==> src/common/htable_pkg.sv <==
`default_nettype none

package htable_pkg;

    // --------------------------------------------------
    // Key, value and hash
    // --------------------------------------------------
    // Application key
    typedef logic [15:0] key_t;

    // Value stored with each key
    typedef logic [15:0] value_t;

    // Hash at full external width
    // Each user keeps only the low log2(SIZE) bits
    typedef logic [15:0] hash_t;

    // --------------------------------------------------
    // Table word
    // --------------------------------------------------
    typedef struct packed {
        logic   valid;
        key_t   key;
        value_t value;
    } entry_t;

    // --------------------------------------------------
    // Init FSM encoding
    // --------------------------------------------------
    typedef enum logic [1:0] {
        IDLE  = 2'd0,
        CLEAR = 2'd1,
        READY = 2'd2
    } init_state_t;

endpackage : htable_pkg

`default_nettype wire
==> src/htable_hash.sv <==
`timescale 1ns/1ps
`default_nettype none

module htable_hash #(
    parameter int HASH_LATENCY = 2
) (
    input  wire                    clk,
    input  wire                    rst_n,
    input  wire htable_pkg::key_t  update_key,
    input  wire htable_pkg::key_t  lookup_key,
    output htable_pkg::hash_t      update_hash,
    output htable_pkg::hash_t      lookup_hash
);
    import htable_pkg::*;

    // Slot 0 is the update port, slot 1 the lookup port
    hash_t hash_in [2];

    // Key XOR key rotated right by 7
    function automatic hash_t key_hash(input key_t key);
        return key ^ {key[6:0], key[15:7]};
    endfunction

    assign hash_in[0] = key_hash(update_key);
    assign hash_in[1] = key_hash(lookup_key);

    generate
        if (HASH_LATENCY == 0) begin : g_comb
            // Purely combinational hash
            assign update_hash = hash_in[0];
            assign lookup_hash = hash_in[1];
        end else begin : g_pipe
            // One register chain per port
            hash_t stage [2][HASH_LATENCY];

            always_ff @(posedge clk or negedge rst_n) begin
                if (!rst_n) begin
                    for (int s = 0; s < HASH_LATENCY; s++) begin
                        stage[0][s] <= '0;
                        stage[1][s] <= '0;
                    end
                end else begin
                    for (int p = 0; p < 2; p++) begin
                        stage[p][0] <= hash_in[p];
                        for (int s = 1; s < HASH_LATENCY; s++) begin
                            stage[p][s] <= stage[p][s-1];
                        end
                    end
                end
            end

            // Last stage drives the outputs
            assign update_hash = stage[0][HASH_LATENCY-1];
            assign lookup_hash = stage[1][HASH_LATENCY-1];
        end
    endgenerate

endmodule : htable_hash

`default_nettype wire

==> config.mk <==
export PLATFORM = sky130hd
export DESIGN_NAME = htable_hash
export DESIGN_NICKNAME = d
export VERILOG_FILES = /design/src/common/htable_pkg.sv /design/src/htable_hash.sv
export SDC_FILE = /design/constraint.sdc
export NUM_CORES = 1
export LEC_CHECK = 0
export BUFFER_PORTS_ARGS = -buffer_cell sky130_fd_sc_hd__buf_4
export CAP_MARGIN = 15
export CORE_MARGIN = 1
export CORE_UTILIZATION = 49
export CTS_CLUSTER_SIZE = 20
export DETAILED_ROUTE_END_ITERATION = 12
export PLACE_DENSITY = 0.77
export SLEW_MARGIN = 25
export SYNTH_ARGS = -nofsm -noshare
export SYNTH_HDL_FRONTEND = slang
export SYNTH_SLANG_ARGS = --single-unit
==> constraint.sdc <==
create_clock -name clk -period 0.8 [get_ports clk]
set_input_delay 0.16 -clock clk [delete_from_list [all_inputs] [get_ports clk]]
set_output_delay 0.16 -clock clk [all_outputs]
set_load 0.02 [all_outputs]
-- After elaboration in Yosys (flattened, before gate mapping)
Cells that the tools add are included.
Widths: inputs -> output; s select.
- bits in registers: 64
- word-level logic and storage cells: 6
- memories kept: 0
- input port bits: 34
- bits in read-only memories: 0
- bits in writable memories: 0
- output and inout port bits: 32
- bits in latches: 0
- equal/unequal tests: 0
- multipliers: 0
- shift-type cells: 0
- reduce and logical (&&, ||, !) cells: 0
- mux-type cells: 0
- $lt $le $gt $ge: 0
- divide/modulo/power cells: 0
- bitwise logic cells: 2
- add/sub/neg operators: 0
- operator list (kind ; number):
    $xor 16x16->16 ; 2

-- Longest topological paths before layout
- depth after elaboration: 1
- mapped depth: 1
- gate-level depth less buffers: 1

-- Least setup slack after synthesis
Ideal clock, no wire load.
- path type: reg2out
- start: reg g_pipe.stage, in the netlist lookup_hash[0]
- end: out lookup_hash[0]
- data arrival time: 0.482 ns
- buffers on the path: 1
- cell stages (with the launch flop): 2
- path slack: 0.158 ns
- data required time: 0.640 ns
- cells stage by stage: dfrtp_1 > buf_4
- RTL lines (element ; line ; text):
    start: declaration ; htable_hash.sv:34 ; hash_t stage [2][HASH_LATENCY];
    start signal: indexed assignment ; htable_hash.sv:44 ; stage[p][0] <= hash_in[p];
    start signal: indexed assignment ; htable_hash.sv:46 ; stage[p][s] <= stage[p][s-1];
    end: declaration ; htable_hash.sv:12 ; output htable_pkg::hash_t lookup_hash
No word-level cell between the ends.

-- Worst setup path in the final report
- start: reg g_pipe.stage, in the netlist lookup_hash[1]
- end: out lookup_hash[1]
No word-level cell between the ends.

==> impl_metrics.json <==
{
  "syn_area_sq_mm": 0.00212,
  "overflow": 0,
  "die_x_microns": 67.8,
  "yosysSeqAreaShare": 0.755,
  "pre_cts_slack_ns": 0.129,
  "fin_tns_setup_ns": -5.91,
  "synth_nets": 162,
  "powerDensity_mw_per_mm2": 2620,
  "dieArea_sq_mm": 0.00460,
  "r2r_cells": 0,
  "skew_ns": 0.00698,
  "grt_antenna_before_repair": 0,
  "remaining_drc_errors": 0,
  "failed_checks": "negative setup slack",
  "status": "complete, but fails checks",
  "leakagePower_nw": 1.35,
  "wl_per_cell_microns": 12.6,
  "cp_cell_sequence": "buf_6",
  "drt_pre_antenna_iters": 3,
  "portBuffers": 65,
  "drt_iter0_drc": 48,
  "final_area_sq_mm": 0.00278,
  "synth_warnings": 0,
  "slew_violations": 0,
  "fmax_mhz": 995,
  "ctsRootBufferMaster": "clkbuf_8",
  "hp-class": "primary input to flip-flop",
  "hold_depth": 2,
  "wl_microns": 2870,
  "critPathKind": "flip-flop to primary output",
  "total_power_mw": 7.29,
  "postSynthAreaPerCell_sq_um": 16.6,
  "crit_path_max_incr_delay_ns": 0.39,
  "cp.arrival_ns": 0.84,
  "clkTransAtPathRegs_ns": 0.07,
  "grt_pass1_wl_microns": 4550,
  "yosysTopAreaCell": "dfrtp_1",
  "setup_ws_ns": -0.205,
  "place_area_sq_mm": 0.00245,
  "cp_num_cells": 1,
  "synth.distinct_cells": 3,
  "cts_buffer_depth": 2,
  "final_util": 0.681,
  "final_cell_count_no_fill": 229,
  "rsz0062_at_grt": "yes",
  "rows": 23,
  "setup_viol": 32,
  "required_ns": 0.64,
  "crit_fanout": 1,
  "start_util": 0.519,
  "clk_latency_ns": 0.32,
  "h-tree-depth": 3,
  "cap_viol_max_count": 0,
  "cts_tree": "yes",
  "layout_common_cells": "dfrtp_1 (64), buf_4 (33), xor2_1 (32), buf_6 (32), clkbuf_8 (11)",
  "slew_headroom": 0.790,
  "numCtsBuffers": 9,
  "final_common_cell": "dfrtp_1",
  "cpMaxStageDelayCell": "dfrtp_1",
  "vias": 986,
  "path_buf_inv": 1,
  "cp-start-kind": "flip-flop",
  "fin_crit_sh": 1.26,
  "die_height_microns": 67.8,
  "drive_gt1_frac": 0.447,
  "area_growth_pct": 31.1,
  "gp_congestion": 0.622,
  "dpl.cell_count": 212,
  "synth.top_cell.area_share": 0.755,
  "critPathTopFamily": "flip-flops",
  "postCtsSetupBuffers": 0,
  "grt_max_degree": 65,
  "peakVddDrop_v": 0.00158,
  "vias_per_cell": 4.31,
  "core_area_sq_mm": 0.00409,
  "postRouteAntennaNets": 0,
  "nets": 208,
  "n_antenna_cell": 0,
  "cts_sinks": 64,
  "hpwl_microns": 2010,
  "worstMarginPinSlew_ns": 0.314,
  "synth-seq-cells": 64,
  "grt_pass1_vias": 1038,
  "holdWs_ns": 0.0175,
  "synth_cells": 128,
  "ioPinCount": 66,
  "hold_viol": 0,
  "end_kind": "primary output",
  "grt_usage": 0.150,
  "synth.area.top_cells": "dfrtp_1 (75%), xor2_1 (13%), buf_4 (11%)",
  "min_period_ns": 1.00
}
[cell usage after synthesis]
library cell / n
buf_4: 32
dfrtp_1: 64
xor2_1: 32
[flip-flops by register name, summed over array words and instances (netlist names)]
| name | flops |
|---|---|
| update_hash | 16 |
| g_pipe.stage | 32 |
| lookup_hash | 16 |
[worst paths after layout]
path                             startpoint                to  slack (ns)
min in group asynchronous             rst_n   update_hash[14]        0.38
setup reg to reg           g_pipe.stage[31]   lookup_hash[15]        0.30
max in group asynchronous             rst_n   lookup_hash[15]        0.16
hold / removal                update_key[7]  g_pipe.stage[48]        0.02
setup / recovery             lookup_hash[1]    lookup_hash[1]       -0.20
hold reg to reg            g_pipe.stage[18]    lookup_hash[2]        0.34
[cell families after synthesis]
kind of cell	synth area share
buffers and inverters	0.113
DFF	0.755
xor gates and xnor gates	0.132
[where the power goes]
group / switching (mW) / internal, mW / leakage [nW]
Combinational: 0.444 / 0.487 / 0.503
Sequential: 0.122 / 3.56 / 0.746
Clock: 1.07 / 1.60 / 0.103
[layout make-up]
cell class	count	area, sq um
Multi-Input combinational cell	32	280
Clock buffer	13	159
Clock inverter	3	40.0
Timing Repair Buffer	67	638
Sequential cell	64	1600
Tap cell	50	62.6
Fill cell	268	1310
[routing by layer]
layer	wire (microns)	share of wire	track usage	vias to the layer above
met2	1460	0.51	0.236	54
met3	244	0.085	0.0557	9
met4	76	0.026	0.125	0
met5	0	0	0	-
met1	1100	0.38	0.158	476
li1	-	-	-	447
[what timing repair did]
item | CTS | global route
hold buffers | 1 | 0
resized for setup | 32 | 0
endpoints found under the hold margin | 64 | 0
endpoints found under the setup margin | 32 | 32
cloned | 0 | 0
Note: power is estimated with default switching activity, not from simulation.
