File: src/common/htable_pkg.sv
`default_nettype none

package htable_pkg;

    // --------------------------------------------------
    // Key, value and hash
    // --------------------------------------------------
    // Application key
    typedef logic [15:0] key_t;

    // Value stored with each key
    typedef logic [15:0] value_t;

    // Hash at full external width
    // Each user keeps only the low log2(SIZE) bits
    typedef logic [15:0] hash_t;

    // --------------------------------------------------
    // Table word
    // --------------------------------------------------
    typedef struct packed {
        logic   valid;
        key_t   key;
        value_t value;
    } entry_t;

    // --------------------------------------------------
    // Init FSM encoding
    // --------------------------------------------------
    typedef enum logic [1:0] {
        IDLE  = 2'd0,
        CLEAR = 2'd1,
        READY = 2'd2
    } init_state_t;

endpackage : htable_pkg

`default_nettype wire
File: src/htable_init_fsm.sv
`timescale 1ns/1ps
`default_nettype none

module htable_init_fsm (
    input  wire  clk,
    input  wire  rst_n,
    input  wire  init,
    input  wire  clear_last,
    output logic clear_active,
    output logic tbl_init,
    output logic init_done
);
    import htable_pkg::*;

    init_state_t state;
    init_state_t state_next;

    // --------------------------------------------------
    // Next state
    // --------------------------------------------------
    always_comb begin
        state_next = state;
        case (state)
            // Out of reset, start clearing
            IDLE:    state_next = CLEAR;
            CLEAR:   if (clear_last) state_next = READY;
            READY:   if (init) state_next = CLEAR;
            default: state_next = IDLE;
        endcase
    end

    always_ff @(posedge clk or negedge rst_n) begin
        if (!rst_n) begin
            state     <= IDLE;
            tbl_init  <= 1'b0;
            init_done <= 1'b0;
        end else begin
            state     <= state_next;
            // Single pulse on entry to CLEAR
            tbl_init  <= (state != CLEAR) && (state_next == CLEAR);
            // Falls right after init, rises one cycle into READY
            init_done <= (state == READY) && !init;
        end
    end

    // Counter sweeps while clearing
    assign clear_active = (state == CLEAR);

endmodule : htable_init_fsm

`default_nettype wire

File: config.mk
export PLATFORM = sky130hd
export DESIGN_NAME = htable_init_fsm
export DESIGN_NICKNAME = d
export VERILOG_FILES = /design/src/common/htable_pkg.sv /design/src/htable_init_fsm.sv
export SDC_FILE = /design/constraint.sdc
export NUM_CORES = 1
export LEC_CHECK = 0
export ABC_AREA = 1
export BUFFER_PORTS_ARGS = -buffer_cell sky130_fd_sc_hd__buf_2
export CORE_AREA = 8 8 45 47
export CTS_CLUSTER_DIAMETER = 200
export DETAILED_ROUTE_END_ITERATION = 12
export DIE_AREA = 0 0 53 55
export HOLD_SLACK_MARGIN = 0.03
export PLACE_DENSITY_LB_ADDON = 0.15
export SLEW_MARGIN = 10
export SYNTH_ARGS = -nofsm -noshare
export SYNTH_HDL_FRONTEND = slang
export SYNTH_SLANG_ARGS = --single-unit
File: constraint.sdc
create_clock -name clk -period 0.8 [get_ports clk]
set_input_delay 0.12 -clock clk [delete_from_list [all_inputs] [get_ports clk]]
set_output_delay 0.12 -clock clk [all_outputs]
set_load 0.02 [all_outputs]
# --- After elaboration in Yosys (flattened, before gate mapping) ---
# Index checks and enable logic that the tools add are counted.
classes:
  n_eq_ne: 4
  n_mux: 3
  n_reduce_logical: 4
op_table:
  columns: ["op", "count"]
  rows:
  - ["2-bit one-hot mux with 3 select lines", 1]
  - ["2-bit by 1-bit == test with 1-bit output (second input constant)", 2]
  - ["2-bit two-way mux", 2]
  - ["2-bit == test (second input constant)", 1]
  - ["1-bit logical AND", 2]
  - ["2-bit logical NOT", 1]
  - ["2-bit by 1-bit != test with 1-bit output (second input constant)", 1]
  - ["1-bit logical NOT", 1]
totals:
  regBits: 4
  inputBits: 4
  output_inout_bits: 3
  wordCells: 14

# --- Longest topological paths before layout ---
logic_depth:
  word_depth: 4
  depth_mapped: 4
  depth_no_buf: 4

# --- Least setup slack after synthesis ---
# Ideal clock, no wire load.
synth_timing:
  path_type: "flip-flop to output port"
  startpoint: "register state[1]"
  endpoint: "output clear_active"
  arrival_time_ns: 0.696
  required_time_ns: 0.680
  slack_ns: -0.016
  path_stages_with_launch: 2
  n_path_buf: 0
  path_cell_list: "dfrtp_1 > nor2_1"
synth_between:
  elab_chain_cells: 1
synth_rtl:
  columns: ["item", "line_no", "text"]
  rows:
  - ["start: declaration", "htable_init_fsm.sv:15", "init_state_t state;"]
  - ["start signal: assignment", "htable_init_fsm.sv:38", "state <= state_next;"]
  - ["2-bit by 1-bit == test with 1-bit output", "htable_init_fsm.sv:47", "assign clear_active = (state == CLEAR);"]
  - ["end: declaration", "htable_init_fsm.sv:9", "output logic clear_active,"]
# No other way between the ends.

# --- Worst setup path after layout ---
# Ends and elaborated chain as after synthesis.

==> run_results.csv <==
group,metric,value,unit
outcome,status,"finished, violations left",
outcome,violations,"negative setup slack",
clocking,insertion_delay,0.23,ns
drt,routed_wl,416,um
synth,syn_area,154,sq um
die,die_width,53,um
timing,setup_ws,-0.190,ns
placed_design,dp_hpwl,278,um
placed_design,place_ws,0.0117,ns
finish,fin_area,302,sq um
synth,ys_seq_area_frac,0.650,
timing,worst_pin_slew,0.112,ns
timing,drv_slew,0,
drt,ant_nets,0,
clocking,clock_sinks,4,
global_routing,grt_max_degree,5,
finish,syn_to_final_growth,95.9,%
timing,tns,-0.660,ns
timing,hold_viol,0,
synth,yosysMostFrequentCell,"inv_1",
power,ir_worst_vdd,0.788,mV
worst_hold_path,hold_depth,3,
die,die_h,55,um
drt,viasPerCell,3.17,
worst_setup_path,path_cells,"nor2_2, buf_6",
worst_setup_path,r2r-end,"state[0]",
synth,ys_seq_elements,4,
timing,max-slew-margin-rel,0.925,
placed_design,place_congestion,0.648,
global_routing,grt_pass1_wl,662,um
timing,skew,0.00157,ns
clocking,cts_tree,"built",
synth,syn_inst,17,
clocking,cts_root_buf,"clkbuf_4",
finish,diodes,0,
clocking,numCtsBuffers,3,
worst_setup_path,worstPathMaxFanout,2,
die,dieArea,0.00292,sq mm
drt,drt-pass1-iter-count,3,
clocking,ctsLongestPathBuffers,2,
global_routing,grt_usage,0.0361,
clocking,clk_pin_slew,0.04,ns
synth,ys.flop_type,"dfrtp_1",
global_routing,grt_pass1_vias,159,
power,power.density,3730,mW/mm^2
worst_hold_path,hp-start,"clear_last",
clocking,htreeDepth,1,
worst_setup_path,r2r-start,"state[1]",
timing,rsz0062_at_grt,"true",
synth,synthArstFlopShare,1.00,
flow_run,drv_cap,0,
finish,fin_cells,47,
die,io_pins,7,
die,core-area,0.00138,sq mm
placed_design,placed_area,206,sq um
placed_design,port_buffers,6,
synth,avgSynthCellArea,9.05,sq um
timing,period_needed,0.990,ns
worst_setup_path,arrival,0.87,ns
worst_setup_path,reg2reg_slack,-0.17,ns
finish,nNetsFinal,37,
timing,max_freq,1010,MHz
finish,fin_util,0.218,
worst_hold_path,whs_endpoint,"state[1]",
drt,drc,0,
worst_setup_path,cp.required,0.68,ns
synth,synth_nets,21,
synth,synth.distinct_cells,6,
synth,synth_top_cells_by_count,"5 x inv_1, 4 x dfrtp_1, 4 x nand2_1",
worst_setup_path,path_class,"reg -> out",
worst_setup_path,r2r_cells,4,
worst_setup_path,cp_slowest_stage_delay,0.39,ns
die,fp-row-count,14,
die,start_util,0.111,
worst_setup_path,cp_slowest_cell,"dfrtp_1",
timing,finalCritPeriodShare,1.24,
synth,synth_edf_count,0,
synth,synth_area_leader_cell,"dfrtp_1",
timing,fin_hold_ws,0.132,ns
placed_design,dp.cells,39,
power,p_leak,0.170,nW
synth,synth_top_area_share,0.650,
drt,dr.first_iter.drc_count,1,
power,total_power,1.12,mW
worst_setup_path,start_kind,"flop",
global_routing,gr-total-overflow,0,
synth,synth.top_cells.by_area,"dfrtp_1 65%, inv_1 12%, nand2_1 9.8%, nand3_1 6.5%, or2_0 4.1%",
drt,num_vias,149,
drt,wl_per_cell,8.85,um
synth,yosysWarningCount,0,
finish,layout-drive-gt1-share,0.581,
worst_setup_path,cp-end-kind,"output pin",
worst_hold_path,min_path_type,"in -> reg",
timing,setup_violations,7,
global_routing,antenna_found_initial,0,
-- power breakdown --
| group | switching [mW] | leakage [nW] | internal, mW |
|---|---|---|---|
| registers | 0.0509 | 0.0501 | 0.279 |
| logic | 0.258 | 0.106 | 0.295 |
| clock network | 0.0733 | 0.0138 | 0.167 |
-- layer usage --
| metal | routed length, um | global-route usage | share of wire |
|---|---|---|---|
| met3 | 53 | 0.0294 | 0.13 |
| met4 | 0 | 0.0647 | 0 |
| met5 | 0 | 0 | 0 |
| met2 | 188 | 0.0332 | 0.45 |
| met1 | 174 | 0.0352 | 0.42 |
-- cells by family (layout without fill, tap and decap cells) --
group	after synthesis	in the layout	synth area share
DFF	4	4	0.650
buffers and inverters	5	19	0.122
and+or+nand+nor	8	8	0.228
-- how the worst max path moves through the flow --
stage,from,to
2_1_floorplan,state[1],clear_active
3_5_place_dp,state[1],clear_active
6_report,state[1],clear_active
5_1_grt,state[1],clear_active
3_3_place_gp,state[1],clear_active
4_1_cts,state[1],clear_active
-- flip-flops by register name, summed over array words and instances (netlist names) --
register / cells
state: 2
init_done: 1
tbl_init: 1
-- area by class of cell --
| class | count | area, sq um |
|---|---|---|
| Clock buffer | 3 | 22.5 |
| Tap cell | 16 | 20.0 |
| Inverter | 5 | 18.8 |
| Sequential cell | 4 | 100 |
| Fill cell | 145 | 1080 |
| Multi-Input combinational cell | 8 | 47.5 |
| Timing Repair Buffer | 11 | 92.6 |
-- repair_timing --
item | CTS | global route
endpoints found under the hold margin | 4 | 0
gates resized for setup | 7 | 4
hold buffers | 1 | 0
setup buffers | 2 | 2
pin swaps | 0 | 3
setup endpoints to repair | 3 | 7
-- critical path: cells and delay by family (launching register included) --
kind / cells / cell delay (ns)
buffers and inverters: 1 / 0.12
flip-flops: 1 / 0.39
AND/OR/NAND/NOR: 1 / 0.12
-- cells in the final DEF (no fill, tap or decap), drive strengths merged --
cell type	synthesis	final
inv	5	5
nand2	4	4
dlygate4sd3	0	1
or2	1	1
buf	0	10
nand3	2	2
dfrtp	4	4
nor2	1	1
clkbuf	0	3
Note: power is estimated with default switching activity, not from simulation.
