## src/htable_init_counter.sv

```systemverilog
`timescale 1ns/1ps
`default_nettype none

module htable_init_counter #(
    parameter int SIZE = 256
) (
    input  wire                      clk,
    input  wire                      rst_n,
    input  wire                      clear_active,
    output logic [$clog2(SIZE)-1:0]  clear_addr,
    output logic                     clear_last
);
    localparam int HASH_WID = $clog2(SIZE);

    // Held at zero between clears, so each clear starts at slot 0
    always_ff @(posedge clk or negedge rst_n) begin
        if (!rst_n) begin
            clear_addr <= '0;
        end else if (!clear_active) begin
            clear_addr <= '0;
        end else begin
            clear_addr <= clear_addr + 1'b1;
        end
    end

    // Final slot of the sweep
    assign clear_last = clear_active && (clear_addr == HASH_WID'(SIZE - 1));

endmodule : htable_init_counter

`default_nettype wire

```

## config.mk

```make
export PLATFORM = sky130hd
export DESIGN_NAME = htable_init_counter
export DESIGN_NICKNAME = d
export VERILOG_FILES = /design/src/htable_init_counter.sv
export SDC_FILE = /design/constraint.sdc
export NUM_CORES = 1
export LEC_CHECK = 0
export ABC_CLOCK_PERIOD_IN_PS = 1900
export BUFFER_PORTS_ARGS = -buffer_cell sky130_fd_sc_hd__buf_2
export CAP_MARGIN = 20
export CORE_AREA = 2 2 39 41
export CTS_BUF_LIST = sky130_fd_sc_hd__clkbuf_8
export CTS_CLUSTER_SIZE = 10
export DETAILED_ROUTE_END_ITERATION = 8
export DIE_AREA = 0 0 41 43
export PLACE_DENSITY = 0.6
export SLEW_MARGIN = 10
export SYNTH_ARGS = -nofsm -noshare
export SYNTH_HDL_FRONTEND = slang
export SYNTH_SLANG_ARGS = --single-unit
```

## constraint.sdc

```tcl
create_clock -name clk -period 1.9 [get_ports clk]
set_input_delay 0.19 -clock clk [delete_from_list [all_inputs] [get_ports clk]]
set_output_delay 0.19 -clock clk [all_outputs]
set_load 0.05 [all_outputs]
```

Yosys cells after proc, flatten, opt, wreduce, memory -nomap -nowiden

Cells that the tools add are included.

Bits in registers: 8
Input bits: 3

Add/subtract/negate cells: 1
Equality and inequality tests: 1
Mux-type cells: 1
Reductions and logical operators: 1

Operator list:

| operator                                     | number |
|---|---|
| adder 8 x 1 -> 8 bit (second input constant) | 1 |
| equality test 8 bit (second input constant)  | 1 |
| two-way mux 8 bit                            | 1 |
| logical AND 1 bit                            | 1 |

Logic depth before layout (Yosys ltp)

Gate-level depths: netlist (run 1).

Word-level depth: 2
Gate-level depth with buffers: 4
Depth with buffers taken out: 4

Worst setup path before layout (run 1)

Ideal clock, no wire load.

Kind: reg2out
Start: reg clear_addr[0]
End: out clear_last
Arrival time: 2139 ps
Required time: 1710 ps
Setup slack: -429 ps
Stages on the path, launching flop included: 4
Path buffers: 0
Path through: dfrtp_1 -> ha_1 -> nand2_1 -> nor3_1

Cells in the longest elaborated chain, start to end: 2

RTL lines:

| element                | RTL line | RTL |
|---|---|---|
| from (decl)            | 10       | `output logic [$clog2(SIZE)-1:0] clear_addr,` |
| from (signal assigned) | 22       | `clear_addr <= clear_addr + 1'b1;` |
| equality test 8 bit    | 27       | `assign clear_last = clear_active && (clear_addr == HASH_WID'(SIZE - 1));` |
| logical AND 1 bit      | 27       |  |
| to (decl)              | 11       | `output logic clear_last` |

Every way passes these cells.

Worst setup path in the final report (run 1)

Ends and elaborated chain as after synthesis.

==> results of run 1 <==
worst reg2reg max path: stages, from the launching register on:
cell and delay (ns):
dfrtp_1 0.39, ha_1 0.23, nand2_1 0.12, or3_1 0.36, a21boi_0 0.19
synthesized netlist by cell type (all sizes together):
library cell	n	area, um^2
dfrtp	8	200
and2	4	25.0
nand2	3	11.3
nand3	3	20.0
o21ai	3	15.0
a21boi	2	15.0
or3	2	12.5
xnor2	2	17.5
ha	1	12.5
nand4	1	6.26
nor2	1	3.75
nor2b	1	6.26
nor3	1	5.00
or4b	1	10.0
xor2	1	8.76
cells by family after synthesis:
family          count (synthesis)
flops                           8
simple gates                   17
compound gates                  5
xor+xnor                        3
fa+ha+maj                       1
through the flow:
stage	instances	hold WS [ns]	area, um^2	worst slack [ns]
final	65	0.283	507	0.294
after global routing	65	0.301	507	0.210
after CTS	65	0.289	507	0.284
after detailed placement	61	0.0493	455	0.528
after global placement	61	0.0431	455	0.523
after floorplan	34	-0.106	380	0.153
layout make-up:
cell class              count  share of cell area
repair buffers             12               0.128
well taps                  16              0.0395
multi-input cells          26               0.356
clock buffers               3              0.0815
flip-flops and latches      8               0.395
layer usage:
| layer | share of wire | wire length, um | vias to the layer above |
|---|---|---|---|
| met3 | 0.080 | 59 | 2 |
| met5 | 0 | 0 | - |
| met2 | 0.46 | 338 | 10 |
| met1 | 0.45 | 333 | 141 |
| li1 | - | - | 150 |
| met4 | 0.0054 | 4 | 0 |
power by group through the flow:
stage | Sequential, mW | Combinational (mW) | Clock (mW)
after detailed placement | 0.185 | 0.0411 | 0
after global routing | 0.183 | 0.0455 | 0.218
after floorplan | 0.203 | 0.00819 | 0
after CTS | 0.182 | 0.0429 | 0.207
final | 0.182 | 0.0418 | 0.202
after global placement | 0.185 | 0.0409 | 0
how the worst min path moves through the flow:
| stage | startpoint | to | slack, ns | depth (start not counted) |
|---|---|---|---|---|
| 2_1_floorplan | rst_n | clear_addr[0]$_DFF_PN0_ | -0.11 | 0 |
| 3_3_place_gp | rst_n | clear_addr[5]$_DFF_PN0_ | 0.04 | 1 |
| 3_5_place_dp | rst_n | clear_addr[7]$_DFF_PN0_ | 0.05 | 1 |
| 4_1_cts | clear_active | clear_addr[5]$_DFF_PN0_ | 0.29 | 2 |
| 5_1_grt | clear_active | clear_addr[2]$_DFF_PN0_ | 0.30 | 2 |
| 6_report | clear_active | clear_addr[5]$_DFF_PN0_ | 0.28 | 2 |
repair_timing:
action	4_1_cts	5_1_grt
endpoints found under the setup margin	0	0
hold buffers	1	0
hold endpoints to repair	8	0
==> results.md, run 1 <==
- Avg Vias per Cell: 4.66
- Top delay family on crit path: flip-flops
- Overall global routing resource usage: 0.102
- Vias: 303
- Post-CTS Setup Inserts: 0
- Slew Viols, Final: 0
- Yosys reg bits: 8
- Critical path buffer and inverter count: 1
- Detailed placer's ending HPWL: 523 um
- Met2 Usage GRT: 0.141
- Tot Pwr: around 430 uW
- Largest net degree at the start of global routing: 10
- Int Power: roughly 330 uW
- Die H: ~43 um
- Worst-Margin Slew: 0.250 ns
- GR Util met1: 0.115
- Largest family of logic cells by synthesized area: simple AND/OR/NAND/NOR gates
- Number of global-route vias before repair: between 200 and 300
- Share of cells above drive strength 1: 0.327
- Antenna diodes: 0
- Clock latency on the worst-skew pair: between 0.2 and 0.25 ns
- H-tree Lvls: 1
- TritonCTS clock tree: yes
- Post-cts sizing count: 0
- DRT iter0 DRCs: 0
- Flop-to-flop setup slack: 0.52 ns
- First drt pass iteration count: 1
- Grt peak-use layer: met2
- Antenna viol nets, final: 0
- Area of the multi-input gates: around 180 um^2
- Pleak: 0.256 nW
- Clock skew: 0.00108 ns
- # Max-Cap Violations: 0
- Most flops, register: clear_addr
- Sw power: 101 uW
- Syn Nets: 38
- Rel. slew slack: 0.834
- Cts bufs inserted: 3
- Gpl congestion: roughly 0.62
- Final hold violations: 0
- Critical-path cell list: ha_1 > nand2_1 > nor3_4 > buf_2
- Clock buffer depth: 2
- Post-synthesis cell area: 369 um^2
- Die area: around 0.0018 mm^2
- Sw Ratio: 0.236
- Synth Instances: 34
- Cell row count: 14
- Die width: 41 um
- Final nets: 55
- Core footprint: 0.00138 mm^2
- Global-route wire length before repair: ~1.1 mm
- CTS root buf: clkbuf_8
- Routed WL: 735 um
- Mean Syn Cell Area: 10.9 um^2
- # setup viols final: 0
- Fraction of power consumed by combinational cells: 0.098
- Final Core Density: 0.366
- CP Capture Type: primary output
- Slowest-stage cell, CP: dfrtp_1
- Critical path arrival: ~1.4 ns
- Peak supply drop: 0.296 mV
- Largest register FFs: 8
- FF-to-FF path depth: 4
- Seq pwr share: 0.428
- Worst path required time: 1.71 ns
- Critical path fanouts, max: 4
- Clk slew on worst S/H paths: 0.04 ns
- Most frequent cells in the layout: buf_2, dfrtp_1, and2_1
- Outcome: finished clean
- Clk network pwr share: 0.474
- Post-Synth Simple-Gate Area: 0.271
- Total area of sequential cells: ~200 um^2
- Starting Density: 0.267
- Initial antenna violation count: 0
- Post-synthesis adder-cell area fraction: 0.0339
- Ports: 12
- Crit path to: clear_last
- RR Endpoint: clear_addr[6]$_DFF_PN0_
- Pwr/cell area: 841 mW/mm^2
- Synth warn: 0
- Origin of the critical flop-to-flop path: clear_addr[0]$_DFF_PN0_
- WP depth: 4
- Minimum clock period: 1.61 ns
- GR Overflow Total: 0
- GRT met3 Usage: 0.0471
- Worst setup path startpoint: clear_addr[0]$_DFF_PN0_
- Max Clk Rate: slightly above 0.6 GHz
- # port buffers: 11
- CTS sink cnt: 8
- CP peak stage delay: slightly below 0.4 ns
- Commonest non-fill, non-tap cell in the layout: buf_2
- Filler instances: 148
- Yosys cell types: 16
- Top flop regs: clear_addr: 8 flops
- Layout area overhead: 37.3%
- CP Class: flip-flop to primary output
- Synth Area in Compound Gates: 0.0814
- Multiplexer share of the synthesized area: 0
- # DRC: 0
- Post-Synth XOR/XNOR Area: 0.0712
- Register area share after synthesis: 0.542
- Crit start category: flip-flop
- RSZ-0062 raised after global routing: no
- Setup TNS Final: 0 ns
- Routed wire per std cell: between 10 and 15 um
- HP Class: input pin to flip-flop
- Fin crit share: 0.846
Power figures use the tool's default switching activity.
==> inputs of run 2 (changes only) <==
- ABC_AREA: default -> 1
- ABC_CLOCK_PERIOD_IN_PS: 1900 -> 1500
- PLACE_DENSITY: 0.6 -> 0.61
- clock period: 1.9 -> 1.5 ns (I/O delays scaled with it)
==> results.md, run 2 <==
- Commonest cells in the netlist: nand2_1, nor2_1, dfrtp_1 (was dfrtp_1, and2_1, nand2_1, o21ai_0)
- Synth warn: 0 (unchanged)
- Largest net degree at the start of global routing: 9 (was 10)
- Outcome: finished clean (unchanged)
- Avg Vias per Cell: 4.40 (was 4.66)
- Final Cell Area: 567 um^2 (was 507 um^2)
- Sw Ratio: 0.256 (was 0.236)
- Clk network pwr share: 0.477 (was 0.474)
- Fin crit share: 0.936
- Flop-to-flop setup slack: 0.45 ns (was 0.52 ns)
- CP Class: flip-flop to primary output (unchanged)
- Cell row count: 14 (unchanged)
- Crit start category: flip-flop (unchanged)
- Share of cells above drive strength 1: 0.462 (was 0.327)
- EDFF count, synth: 0 (unchanged)
- Filler instances: 146 (was 148)
- Die width: 41 um (unchanged)
- Number of global-route vias before repair: 317 (was 274)
- Worst path required time: 1.35 ns (was 1.71 ns)
- Leading area contributor after synthesis: dfrtp_1 (unchanged)
- Clock latency on the worst-skew pair: 0.23 ns (was 0.22 ns)
- DRT iter0 DRCs: 4 (was 0)
- Synth Instances: 46 (was 34)
- Ys async rst share: 1.00 (unchanged)
- Largest register FFs: 8 (unchanged)
- Core footprint: 0.00138 mm^2 (unchanged)
- Final Core Density: 0.410 (was 0.366)
- Mean Syn Cell Area: 8.40 um^2 (was 10.9 um^2)
- Rel. slew slack: 0.834 (about the same)
- Commonest non-fill, non-tap cell in the layout: buf_2 (unchanged)
- Gpl congestion: 0.711 (was 0.624)
- Final hold violations: 0 (unchanged)
- Most frequent cells in the layout: buf_2, nand2_1, nor2_1, dfrtp_1, inv_1 (was buf_2, dfrtp_1, and2_1)
- Pleak: 0.284 nW (was 0.256 nW)
- Layout area overhead: 46.6% (was 37.3%)
- Peak supply drop: 0.334 mV (was 0.296 mV)
- Most frequent cell after synthesis: nand2_1 (was dfrtp_1)
- Top flop regs: clear_addr: 8 flops (unchanged)
- Fin Hold WS: 0.198 ns (was 0.283 ns)
- Critical path arrival: 1.25 ns (was 1.42 ns)
- Global-route wire length before repair: 1.25 mm (was 1.14 mm)
- RSZ-0062 raised after global routing: no (unchanged)
- Setup TNS Final: 0 ns (unchanged)
- HP Class: input pin to flip-flop (unchanged)
- Int Power: 424 uW (was 326 uW)
- Die H: 43 um (unchanged)
- Clock skew: 0.00164 ns (was 0.00108 ns)
- Main synth FF type: dfrtp_1 (unchanged)
- Overall global routing resource usage: 0.115 (was 0.102)
- Cts bufs inserted: 3 (unchanged)
- Antenna viol nets, final: 0 (unchanged)
- Synth top area cells: dfrtp_1, nand2_1, nor2_1, inv_1, nor2_2 (was dfrtp_1, and2_1, xnor2_1, o21ai_0, a21boi_0)
- Vias: 356 (was 303)
- Post-synthesis cell area: 387 um^2 (was 369 um^2)
- Sw power: 146 uW (was 101 uW)
- Fin cells: 81 (was 65)
- Routed wire per std cell: 9.79 um (was 11.3 um)
- Area of the multi-input gates: 183 um^2 (was 180 um^2)
- Clock buffer depth: 2 (unchanged)
- Placed inst area: 472 um^2 (was 455 um^2)
- Initial antenna violation count: 0 (unchanged)
- Syn Nets: 50 (was 38)
- Slew Viols, Final: 0 (unchanged)
- Cell count after placement: 73 (was 61)
- H-tree Lvls: 1 (unchanged)
- Yosys reg bits: 8 (unchanged)
- Ports: 12 (unchanged)
- Clk slew on worst S/H paths: 0.04 ns (about the same)
- Worst-Margin Slew: 0.250 ns (about the same)
- First drt pass iteration count: 4 (was 1)
- Antenna diodes: 0 (unchanged)
- # DRC: 0 (unchanged)
- Most flops, register: clear_addr (unchanged)
- CP Capture Type: primary output (unchanged)
- Die area: 0.00176 mm^2 (unchanged)
- Register area share after synthesis: 0.518 (was 0.542)
- Area share of the largest cell type after synthesis: 0.518 (was 0.542)
- Yosys cell types: 13 (was 16)
- Minimum clock period: 1.40 ns
- Final nets: 70 (was 55)
- Starting Density: 0.279 (was 0.267)
- # setup viols final: 0 (unchanged)
- Pwr/cell area: 1010 mW/mm^2 (was 841 mW/mm^2)
- GR Overflow Total: 0 (unchanged)
- Critical path fanouts, max: 4 (unchanged)
- CTS root buf: clkbuf_8 (unchanged)
- CTS sink cnt: 8 (unchanged)
- Total area of sequential cells: 203 um^2 (was 200 um^2)
- TritonCTS clock tree: yes (unchanged)
- Fraction of power consumed by combinational cells: 0.117 (was 0.098)
- Detailed placer's ending HPWL: 559 um (was 523 um)
- # Max-Cap Violations: 0 (unchanged)
- # port buffers: 11 (unchanged)
- Routed WL: 793 um (was 735 um)
- Seq pwr share: 0.406 (was 0.428)
- Max Clk Rate: about 0.71 GHz
run 2: cell count changes after synthesis, moves of 2 or more:
cell,delta
xnor2_1,-2
nor2_2,+3
nand2_1,+7
a21boi_0,-2
nor2_1,+8
and2_1,-4
a21oi_1,+3
inv_1,+5
or3_1,-2
run 2: final cells by class:
cell class | count | area share
flip-flops and latches | 8 | 0.358
multi-input cells | 33 | 0.322
clock buffers | 3 | 0.0728
well taps | 16 | 0.0353
inverters | 5 | 0.0331
repair buffers | 15 | 0.172
clock inverters | 1 | 0.00662
run 2: repair_timing:
item	4_1_cts	5_1_grt
endpoints found under the hold margin	8	0
hold buffers	1	0
gates resized for setup	3	4
buffers inserted	0	3
pin swaps	0	0
endpoints found under the setup margin	1	1
run 2: path summary, 6_finish.rpt:
path,startpoint,end,depth (start not counted)
worst min-delay path,clear_active,clear_addr[1]$_DFF_PN0_,3
max in group asynchronous,rst_n,clear_addr[0]$_DFF_PN0_,2
worst min register to register,clear_addr[6]$_DFF_PN0_,clear_addr[6]$_DFF_PN0_,2
worst max-delay path,clear_addr[1]$_DFF_PN0_,clear_last,6
min in group asynchronous,rst_n,clear_addr[2]$_DFF_PN0_,2
worst max register to register,clear_addr[0]$_DFF_PN0_,clear_addr[6]$_DFF_PN0_,6
run 2: logic make-up (layout without fill, tap and decap cells):
family	after synthesis	count (layout)	share of synthesized area
buffers and inverters	5	24	0.0485
AOI/OAI and AO/OA	6	6	0.0841
adders and majority gates	1	1	0.0324
DFF	8	8	0.518
and+or+nand+nor	26	26	0.317
run 2: stage by stage:
stage	setup slack, ns	total power, mW
2_1_floorplan	0.0344	0.270
3_3_place_gp	0.194	0.289
3_5_place_dp	0.185	0.289
4_1_cts	0.00483	0.567
5_1_grt	0.0305	0.599
6_report	0.0958	0.571
run 2: per-layer routing:
layer | GRT usage | share of wire | wire length (um) | vias to the layer above
met5 | 0 | 0 | 0 | -
met4 | 0.120 | 0.049 | 39 | 0
met1 | 0.125 | 0.41 | 328 | 156
met2 | 0.153 | 0.47 | 372 | 13
met3 | 0.0471 | 0.067 | 53 | 5
li1 | - | - | - | 182
run 2: power by group through the flow:
stage,combinational [mW],clock [mW],sequential [mW]
after global placement,0.0540,0,0.235
final,0.0669,0.272,0.231
after detailed placement,0.0538,0,0.235
after global routing,0.0742,0.293,0.232
after CTS,0.0562,0.279,0.232
after floorplan,0.0126,0,0.257
run 2: worst max-delay path, cell delays in order, from the launching register on:
cell     delay (ns)
dfrtp_2        0.38
ha_2           0.19
nand2_2        0.08
inv_2          0.07
nand2_2        0.07
nor2_4         0.09
buf_8          0.15
