$ cat src/common/htable_pkg.sv
`default_nettype none

package htable_pkg;

    // --------------------------------------------------
    // Key, value and hash
    // --------------------------------------------------
    // Application key
    typedef logic [15:0] key_t;

    // Value stored with each key
    typedef logic [15:0] value_t;

    // Hash at full external width
    // Each user keeps only the low log2(SIZE) bits
    typedef logic [15:0] hash_t;

    // --------------------------------------------------
    // Table word
    // --------------------------------------------------
    typedef struct packed {
        logic   valid;
        key_t   key;
        value_t value;
    } entry_t;

    // --------------------------------------------------
    // Init FSM encoding
    // --------------------------------------------------
    typedef enum logic [1:0] {
        IDLE  = 2'd0,
        CLEAR = 2'd1,
        READY = 2'd2
    } init_state_t;

endpackage : htable_pkg

`default_nettype wire
$ cat src/common/db_pkg.sv
`default_nettype none

package db_pkg;

    // --------------------------------------------------
    // Transaction requests
    // --------------------------------------------------
    // Shared by update and lookup ports
    // Lookups ignore valid and value
    typedef struct packed {
        logic               req;
        htable_pkg::key_t   key;
        // Insert when high, delete when low
        logic               valid;
        htable_pkg::value_t value;
    } db_req_t;

    // --------------------------------------------------
    // Transaction responses
    // --------------------------------------------------
    // One ack pulse per request, in request order
    typedef struct packed {
        logic               ack;
        // Context FIFO underflow
        logic               error;
        // Lookup hit
        logic               valid;
        htable_pkg::value_t value;
    } db_resp_t;

endpackage : db_pkg

`default_nettype wire

$ cat src/htable_core/htable_core.sv
`timescale 1ns/1ps
`default_nettype none

module htable_core #(
    parameter int SIZE                = 256,
    parameter int HASH_LATENCY        = 2,
    parameter int NUM_RD_TRANSACTIONS = 8
) (
    input  wire                       clk,
    input  wire                       rst_n,
    // Init control
    input  wire                       tbl_init,
    input  wire                       init_done,
    // Application ports
    input  wire db_pkg::db_req_t      update_req,
    input  wire db_pkg::db_req_t      lookup_req,
    output db_pkg::db_resp_t          update_resp,
    output db_pkg::db_resp_t          lookup_resp,
    // Hash unit
    output htable_pkg::key_t          update_key,
    output htable_pkg::key_t          lookup_key,
    input  wire htable_pkg::hash_t    update_hash,
    input  wire htable_pkg::hash_t    lookup_hash,
    // Table write request
    output logic                      wr_en,
    output logic [$clog2(SIZE)-1:0]   wr_addr,
    output htable_pkg::entry_t        wr_entry,
    // Table read request and result
    output logic                      rd_en,
    output logic [$clog2(SIZE)-1:0]   rd_addr,
    input  wire                       rd_ack,
    input  wire htable_pkg::entry_t   rd_entry
);
    import htable_pkg::*;
    import db_pkg::*;

    localparam int HASH_WID = $clog2(SIZE);

    // Requests aligned with their hash
    db_req_t upd_d;
    db_req_t lkp_d;

    // Lookup context
    key_t    ctxt_key;
    logic    ctxt_uflow;
    logic    hit;

    // Response registers
    logic    upd_ack;
    logic    lkp_ack;
    logic    lkp_valid;
    logic    lkp_error;
    value_t  lkp_value;

    // --------------------------------------------------
    // Hash unit feed
    // --------------------------------------------------
    assign update_key = update_req.key;
    assign lookup_key = lookup_req.key;

    // --------------------------------------------------
    // Match request context to hash latency
    // --------------------------------------------------
    generate
        if (HASH_LATENCY == 0) begin : g_no_delay
            assign upd_d = update_req;
            assign lkp_d = lookup_req;
        end else begin : g_delay
            // Slot 0 update, slot 1 lookup
            db_req_t pipe [2][HASH_LATENCY];

            always_ff @(posedge clk or negedge rst_n) begin
                if (!rst_n) begin
                    for (int s = 0; s < HASH_LATENCY; s++) begin
                        pipe[0][s] <= '0;
                        pipe[1][s] <= '0;
                    end
                end else begin
                    pipe[0][0] <= update_req;
                    pipe[1][0] <= lookup_req;
                    for (int s = 1; s < HASH_LATENCY; s++) begin
                        pipe[0][s] <= pipe[0][s-1];
                        pipe[1][s] <= pipe[1][s-1];
                    end
                end
            end

            assign upd_d = pipe[0][HASH_LATENCY-1];
            assign lkp_d = pipe[1][HASH_LATENCY-1];
        end
    endgenerate

    // --------------------------------------------------
    // Table requests
    // --------------------------------------------------
    // Update writes the slot, delete writes an invalid word
    assign wr_en    = upd_d.req;
    assign wr_addr  = update_hash[HASH_WID-1:0];
    assign wr_entry = '{valid: upd_d.valid, key: upd_d.key, value: upd_d.value};

    assign rd_en    = lkp_d.req;
    assign rd_addr  = lookup_hash[HASH_WID-1:0];

    // Keys of lookups in flight, popped per read ack
    htable_rd_ctxt_fifo #(
        .DEPTH   (NUM_RD_TRANSACTIONS)
    ) i_rd_ctxt_fifo (
        .clk     (clk),
        .rst_n   (rst_n),
        .flush   (tbl_init),
        .wr      (rd_en),
        .wr_data (lkp_d.key),
        .rd      (rd_ack),
        .rd_data (ctxt_key),
        .full    (),
        .empty   (),
        .uflow   (ctxt_uflow)
    );

    // --------------------------------------------------
    // Responses
    // --------------------------------------------------
    // Hit needs a valid word holding the same key
    assign hit = rd_ack && rd_entry.valid && (rd_entry.key == ctxt_key);

    always_ff @(posedge clk or negedge rst_n) begin
        if (!rst_n) begin
            upd_ack   <= 1'b0;
            lkp_ack   <= 1'b0;
            lkp_valid <= 1'b0;
            lkp_error <= 1'b0;
        end else if (tbl_init) begin
            upd_ack   <= 1'b0;
            lkp_ack   <= 1'b0;
            lkp_valid <= 1'b0;
            lkp_error <= 1'b0;
        end else begin
            // Write lands this cycle, ack next
            upd_ack   <= wr_en;
            lkp_ack   <= rd_ack;
            lkp_valid <= hit;
            lkp_error <= ctxt_uflow;
        end
    end

    // Value zero on a miss
    always_ff @(posedge clk) begin
        lkp_value <= hit ? rd_entry.value : '0;
    end

    assign update_resp = '{ack: upd_ack, error: 1'b0, valid: 1'b0, value: '0};
    assign lookup_resp = '{ack: lkp_ack, error: lkp_error, valid: lkp_valid, value: lkp_value};

    // --------------------------------------------------
    // Checks
    // --------------------------------------------------
    // Application waits for the table clear to finish
    a_req_when_ready: assert property (@(posedge clk) disable iff (!rst_n)
        (update_req.req || lookup_req.req) |-> init_done)
        else $error("request issued while table not ready");

    // Every read ack finds a stored key
    a_no_lookup_error: assert property (@(posedge clk) disable iff (!rst_n)
        !lookup_resp.error)
        else $error("lookup context underflow");

endmodule : htable_core

`default_nettype wire

$ cat src/htable_core/htable_rd_ctxt_fifo.sv
`timescale 1ns/1ps
`default_nettype none

module htable_rd_ctxt_fifo #(
    parameter int DEPTH = 8
) (
    input  wire                    clk,
    input  wire                    rst_n,
    input  wire                    flush,
    input  wire                    wr,
    input  wire htable_pkg::key_t  wr_data,
    input  wire                    rd,
    output htable_pkg::key_t       rd_data,
    output logic                   full,
    output logic                   empty,
    output logic                   uflow
);
    import htable_pkg::*;

    localparam int PTR_WID = (DEPTH > 1) ? $clog2(DEPTH) : 1;
    localparam int CNT_WID = $clog2(DEPTH + 1);

    key_t               mem [DEPTH];
    logic [PTR_WID-1:0] wr_ptr;
    logic [PTR_WID-1:0] rd_ptr;
    logic [CNT_WID-1:0] count;
    logic               push;
    logic               pop;

    assign full  = (count == CNT_WID'(DEPTH));
    assign empty = (count == '0);
    assign uflow = rd && empty;

    // Drop illegal operations
    assign push = wr && !full;
    assign pop  = rd && !empty;

    // Head of queue
    assign rd_data = mem[rd_ptr];

    always_ff @(posedge clk) begin
        if (push) begin
            mem[wr_ptr] <= wr_data;
        end
    end

    // Pointers wrap at DEPTH
    always_ff @(posedge clk or negedge rst_n) begin
        if (!rst_n) begin
            wr_ptr <= '0;
            rd_ptr <= '0;
            count  <= '0;
        end else if (flush) begin
            wr_ptr <= '0;
            rd_ptr <= '0;
            count  <= '0;
        end else begin
            if (push) begin
                wr_ptr <= (wr_ptr == PTR_WID'(DEPTH - 1)) ? '0 : wr_ptr + 1'b1;
            end
            if (pop) begin
                rd_ptr <= (rd_ptr == PTR_WID'(DEPTH - 1)) ? '0 : rd_ptr + 1'b1;
            end
            count <= count + CNT_WID'(push) - CNT_WID'(pop);
        end
    end

    // Lookups in flight never exceed depth
    a_no_overflow: assert property (@(posedge clk) disable iff (!rst_n)
        (wr && !flush) |-> !full)
        else $error("context FIFO overflow");

endmodule : htable_rd_ctxt_fifo

`default_nettype wire

$ cat config.mk
export PLATFORM = sky130hd
export DESIGN_NAME = htable_core
export DESIGN_NICKNAME = d
export VERILOG_FILES = /design/src/common/htable_pkg.sv /design/src/common/db_pkg.sv /design/src/htable_core/htable_core.sv /design/src/htable_core/htable_rd_ctxt_fifo.sv
export SDC_FILE = /design/constraint.sdc
export NUM_CORES = 1
export LEC_CHECK = 0
export BUFFER_PORTS_ARGS = -buffer_cell sky130_fd_sc_hd__buf_2
export CORE_MARGIN = 5
export CORE_UTILIZATION = 47
export DETAILED_ROUTE_END_ITERATION = 8
export GPL_ROUTABILITY_DRIVEN = 0
export PLACE_DENSITY = 0.76
export SETUP_SLACK_MARGIN = 0.15
export SLEW_MARGIN = 20
export SYNTH_ARGS = -nofsm -noshare
export SYNTH_HDL_FRONTEND = slang
export SYNTH_SLANG_ARGS = --single-unit
$ cat constraint.sdc
create_clock -name clk -period 2.72 [get_ports clk]
set_input_delay 0.544 -clock clk [delete_from_list [all_inputs] [get_ports clk]]
set_output_delay 0.544 -clock clk [all_outputs]
set_load 0.01 [all_outputs]
* Yosys cells after proc, flatten, opt, wreduce, memory -nomap -nowiden *
Memory sizes are Yosys's and may differ from the RTL's.
Index checks and enable logic that the tools add are counted.

cells by class
  $add $sub $neg = 4
  equal/unequal tests = 4
  muxes and demuxes = 13
  reductions and logical operators = 10

operators by type and width
  kind                                          count
  2-to-1 mux 3 bit                              6
  == test 16 bit                                1
  adder 3 x 1 -> 3 bit (second input constant)  2
  == test 3 bit (second input constant)         2
  2-to-1 mux 1 bit                              6
  logical AND 1 bit                             5
  adder 4 x 1 -> 4 bit                          1
  == test 4 bit (second input constant)         1
  logical NOT 4 bit                             1
  2-to-1 mux 4 bit                              1
  nonzero test 2 bit                            2
  subtractor 4 x 1 -> 4 bit                     1
  logical NOT 1 bit                             2

storage, ports and cells
  bits in registers = 132
  RAM bits = 128
  output and inout port bits = 121
  memories = 1

memories
  name                words  bits a word  read ports  clocked after memory_dff  wr ports  line                       RTL
  i_rd_ctxt_fifo.mem  8      16           1           0                         1         htable_rd_ctxt_fifo.sv:23  key_t mem [DEPTH];

* Depth between registers and ports, before layout *
  word-level depth = 6
  gate-level depth with buffers = 12
  gate-level depth less buffers = 12

* Cells and area by module *
A second synthesis with hierarchy kept.

second synthesis, totals
  cell total of the unflattened synthesis = 537
  area total of the unflattened synthesis = 9,686.8 um2

modules (own cells, without submodules)
  module               instances  cells an instance  area each (um2)  sequential area each (um2)
  htable_rd_ctxt_fifo  1          262                5,571.6          4,093.9
  htable_core          1          275                4,115.2          2,972.9

* Least setup slack after synthesis *
No wires, ideal clock.

  path kind = flip-flop to flip-flop
  from = register i_rd_ctxt_fifo.count[2]
  to = memory i_rd_ctxt_fifo.mem[0][0] (netlist name) (enable)
  arrival = 2.352 ns
  required time = 2.290 ns
  path slack = -0.062 ns
  stages on the path, launching flop included = 6
  period minus slack after synthesis = 2.782 ns
  cells stage by stage = dfrtp_1 inv_1 ha_1 nand2_1 nand2_1 nor4_1

on the way
  longest elaborated chain between the ends = 5

RTL lines
  item                                    line                       RTL
  from (decl)                             htable_rd_ctxt_fifo.sv:26  logic [CNT_WID-1:0] count;
  from (signal assigned)                  htable_rd_ctxt_fifo.sv:64  count <= count + CNT_WID'(push) - CNT_WID'(pop);
  == test 4 bit                           htable_rd_ctxt_fifo.sv:30  assign full = (count == CNT_WID'(DEPTH));
  logical NOT 1 bit                       htable_rd_ctxt_fifo.sv:35  assign push = wr && !full;
  logical AND 1 bit                       htable_rd_ctxt_fifo.sv:35
  2-to-1 mux 1 bit                        htable_rd_ctxt_fifo.sv:42  if (push) begin
  2-to-1 mux 1 bit (not written as such)  htable_rd_ctxt_fifo.sv:43  mem[wr_ptr] <= wr_data;
  to (decl)                               htable_rd_ctxt_fifo.sv:23

No other way between the ends.

* Final worst setup path *
  from = register i_rd_ctxt_fifo.rd_ptr[1]
  to = register lkp_value[13]

on the way
  longest elaborated chain between the ends = 3

RTL lines
  item                    line                       RTL
  from (decl)             htable_rd_ctxt_fifo.sv:25  logic [PTR_WID-1:0] rd_ptr;
  from (signal assigned)  htable_rd_ctxt_fifo.sv:62  rd_ptr <= (rd_ptr == PTR_WID'(DEPTH - 1)) ? '0 : rd_ptr + 1'b1;
  memory (8 x 16 bit)     -
  == test 16 bit          htable_core.sv:124         assign hit = rd_ack && rd_entry.valid && (rd_entry.key == ctxt_key);
  logical AND 1 bit       htable_core.sv:124
  to (signal assigned)    htable_core.sv:148         lkp_value <= hit ? rd_entry.value : '0;
  to (decl)               htable_core.sv:53          value_t lkp_value;

No other way between the ends.
A chain may end at the register's enable or synchronous reset.

==> metrics.yaml <==
clock_tree:
  max-clock-path-buffers: 3
  clock_latency_ns: 0.54
  cts_root_buffer: "clkbuf_16"
  clk_pin_slew_ns: 0.06
  tritoncts: "built"
  cts.htree.levels: 1
  clock_sinks: 260
  cts_setup_buffers: 0
  cts_buffers: 27
finish:
  antenna_cells: 0
  finalNetCount: 860
  final_cell_count_no_fill: 1002
  drive_above_1_share_pct: 39.1
  area_growth_pct: 16.7
synth:
  syn_area_um2: 9760
  netlist-cell-type-count: 42
  async_flop_share_pct: 44.6
  synth_cells: 583
  synth.most_common_cell: "edfxtp_1"
  syn_avg_cell_area_um2: 16.7
  yosys.area_share.simple_pct: 5.02
  synth_top_cell_area_share_pct: 39.4
  synth-compound-area-share_pct: 2.36
  synth_xor_area_share_pct: 1.26
  synth_top_area_cell: "edfxtp_1"
  synthMuxAreaShare_pct: 8.00
  synth-edff-count: 128
  ys_warn_count: 0
  yosys-top-cells-area: "edfxtp_1 (39%), dfrtp_1 (30%), buf_4 (8.2%)"
  ys_seq_area_share_pct: 72.4
  synthTopCellsByCount: "edfxtp_1 (128), dfrtp_1 (116), buf_4 (107)"
  synth_ff_type: "edfxtp_1"
  synthAdderAreaFrac_pct: 1.49
  synth_top_family_by_area: "buffers and inverters"
  synth_seq_cells: 260
critical_path:
  worst-path-max-fanout: 16
  r2r_slack_ns: 0.26
  r2r-end: "lkp_value[13]"
  reg2regPathDepth: 8
  start_kind: "flop"
  end_kind: "flop"
  setup.worst_path.start: "i_rd_ctxt_fifo.rd_ptr[1]"
  arrival_ns: 2.91
  crit_type: "flop to flop"
  cp.required_ns: 3.18
  rr_startpoint: "i_rd_ctxt_fifo.rd_ptr[1]"
  endpoint: "lkp_value[13]"
die:
  die_w_um: 154
  rows: 52
  initial_core_util_pct: 47.9
  die_h_um: 154
  die_area_um2: 23800
  core_area_um2: 20400
  top_level_ports: 259
sta:
  worst_slack_ns: 0.264
  min_period_ns: 2.46
  setup_viol: 0
  whs_ns: 0.114
  slew_headroom_pct: 66.1
  finalHoldViolations: 0
  rsz0062_at_grt: "true"
  finalMaxSlewViolations: 0
  post-route-period-util_pct: 90.3
  clock_skew_ns: 0.0120
  worst_slew_pin_slew_ns: 0.508
  tns_ns: 0
  clock.fmax_ghz: 0.407
detailed_routing:
  route.detailed.drc: 0
  vias: 4857
  viasPerCell: 4.85
  wirelength_mm: 17.5
  wire_per_inst_um: 17.4
  drtPass1Iterations: 4
  drt_iter0_drc: 281
  antenna_left: 0
placed_design:
  io_buffers: 174
  place_ws_ns: 0.158
  post-place-cells: 951
  dp_hpwl_mm: 11.4
status:
  status: "completed"
global_route:
  grt_max_degree: 82
  grt_pass1_wl_mm: 28.0
  overflow: 0
  antenna_found_initial: 1
  grt_pass1_vias: 5251
  grt.total_usage_pct: 14.7
flow_run:
  max-cap-violations: 0
power:
  p_per_area_nw_per_um2: 835
  leakagePower_nw: 4.57
  peakVddDrop_mv: 0.551
hold_path:
  hold_path.class: "input pin to flop"
-- logic make-up (layout without fill, tap and decap cells) --
| kind of cell | after synthesis | after routing |
|---|---|---|
| adder cells (fa/ha/maj) | 11 | 11 |
| flip-flops | 260 | 260 |
| XOR/XNOR | 14 | 14 |
| other | 1 | 18 |
| multiplexers | 55 | 55 |
| buffers and inverters | 128 | 260 |
| AND/OR/NAND/NOR | 86 | 86 |
| AO/OA/AOI/OAI | 28 | 28 |
-- worst max-delay path, stage by stage, from the launching register on --
cell and delay [ns]:
dfrtp_2 0.44, buf_8 0.16, mux4_2 0.51, mux2i_2 0.22, xnor2_2 0.11, a2111oi_4 0.39
nand4_4 0.17, buf_12 0.20, nor3_2 0.16
-- stage by stage --
step / total power [W] / cell area [µm²] / utilization (%)
after global placement: 0.00580 / 10400 / 51.2
after floorplan: 0.00548 / 9830 / -
after global routing: 0.00994 / 11400 / 55.9
after CTS: 0.00961 / 11400 / 55.8
after detailed placement: 0.00584 / 10400 / 51.2
final: 0.00951 / 11400 / 55.9
-- area by class of cell --
cell class                      instances  area [µm²]
Inverter                                8        30.0
Timing Repair Buffer                  202        1140
Multi-Input combinational cell        212        1870
Clock inverter                         13         153
Clock buffer                           37         778
Sequential cell                       260        7070
Fill cell                            1569        8970
Tap cell                              270         338
-- layer usage --
layer,GRT usage (%),wire (µm)
met4,4.08,403
met5,0,13
met1,19.8,7330
met3,4.44,1530
met2,23.6,8200
-- report_power, final --
group	switching (W)	internal, W	total, W
Clock	0.00146	0.00229	0.00375
Combinational	0.000719	0.000585	0.00130
Sequential	0.000108	0.00435	0.00446
-- worst min path at each step --
stage                                  from                 to  slack (ns)  cells after the start
final                         update_req[8]  g_delay.pipe[110]        0.11                      1
after global routing          update_req[8]  g_delay.pipe[110]        0.09                      1
after CTS                    update_req[14]  g_delay.pipe[116]        0.09                      1
after detailed placement   g_delay.pipe[59]   g_delay.pipe[25]        0.33                      0
after global placement    g_delay.pipe[107]        wr_entry[5]        0.33                      0
after floorplan                       rst_n  g_delay.pipe[102]        0.25                      0
-- flip-flops by register name, indices dropped and copies added, names as in the netlist, 3 cells and up --
signal                 flops
i_rd_ctxt_fifo.mem       128
g_delay.pipe              67
wr_entry                  33
lkp_value                 16
i_rd_ctxt_fifo.count       4
i_rd_ctxt_fifo.rd_ptr      3
i_rd_ctxt_fifo.wr_ptr      3
-- placed cells by master (no fill, tap or decap), drive strengths merged --
master	n
a2111oi	1
a211oi	1
a21o	4
a21oi	8
a221oi	2
a22o	2
a22oi	8
a31o	1
and2	1
and3	1
buf	201
bufinv	3
clkbuf	37
clkinv	8
clkinvlp	1
conb	18
dfrtp	116
dfxtp	16
dlygate4sd3	1
edfxtp	128
fa	1
ha	10
inv	9
mux2	1
mux2i	36
mux4	18
nand2	17
nand2b	2
nand3	19
nand3b	1
nand4	3
nor2	11
nor2b	6
nor3	22
nor3b	1
nor4	2
o311ai	1
xnor2	11
xor2	3
-- what timing repair did --
action,4_1_cts,5_1_grt
gates resized for setup,1,6
setup endpoints to repair,10,17
hold buffers,1,0
pin swaps,1,1
hold endpoints to repair,26,0
Power figures use the tool's default switching activity.
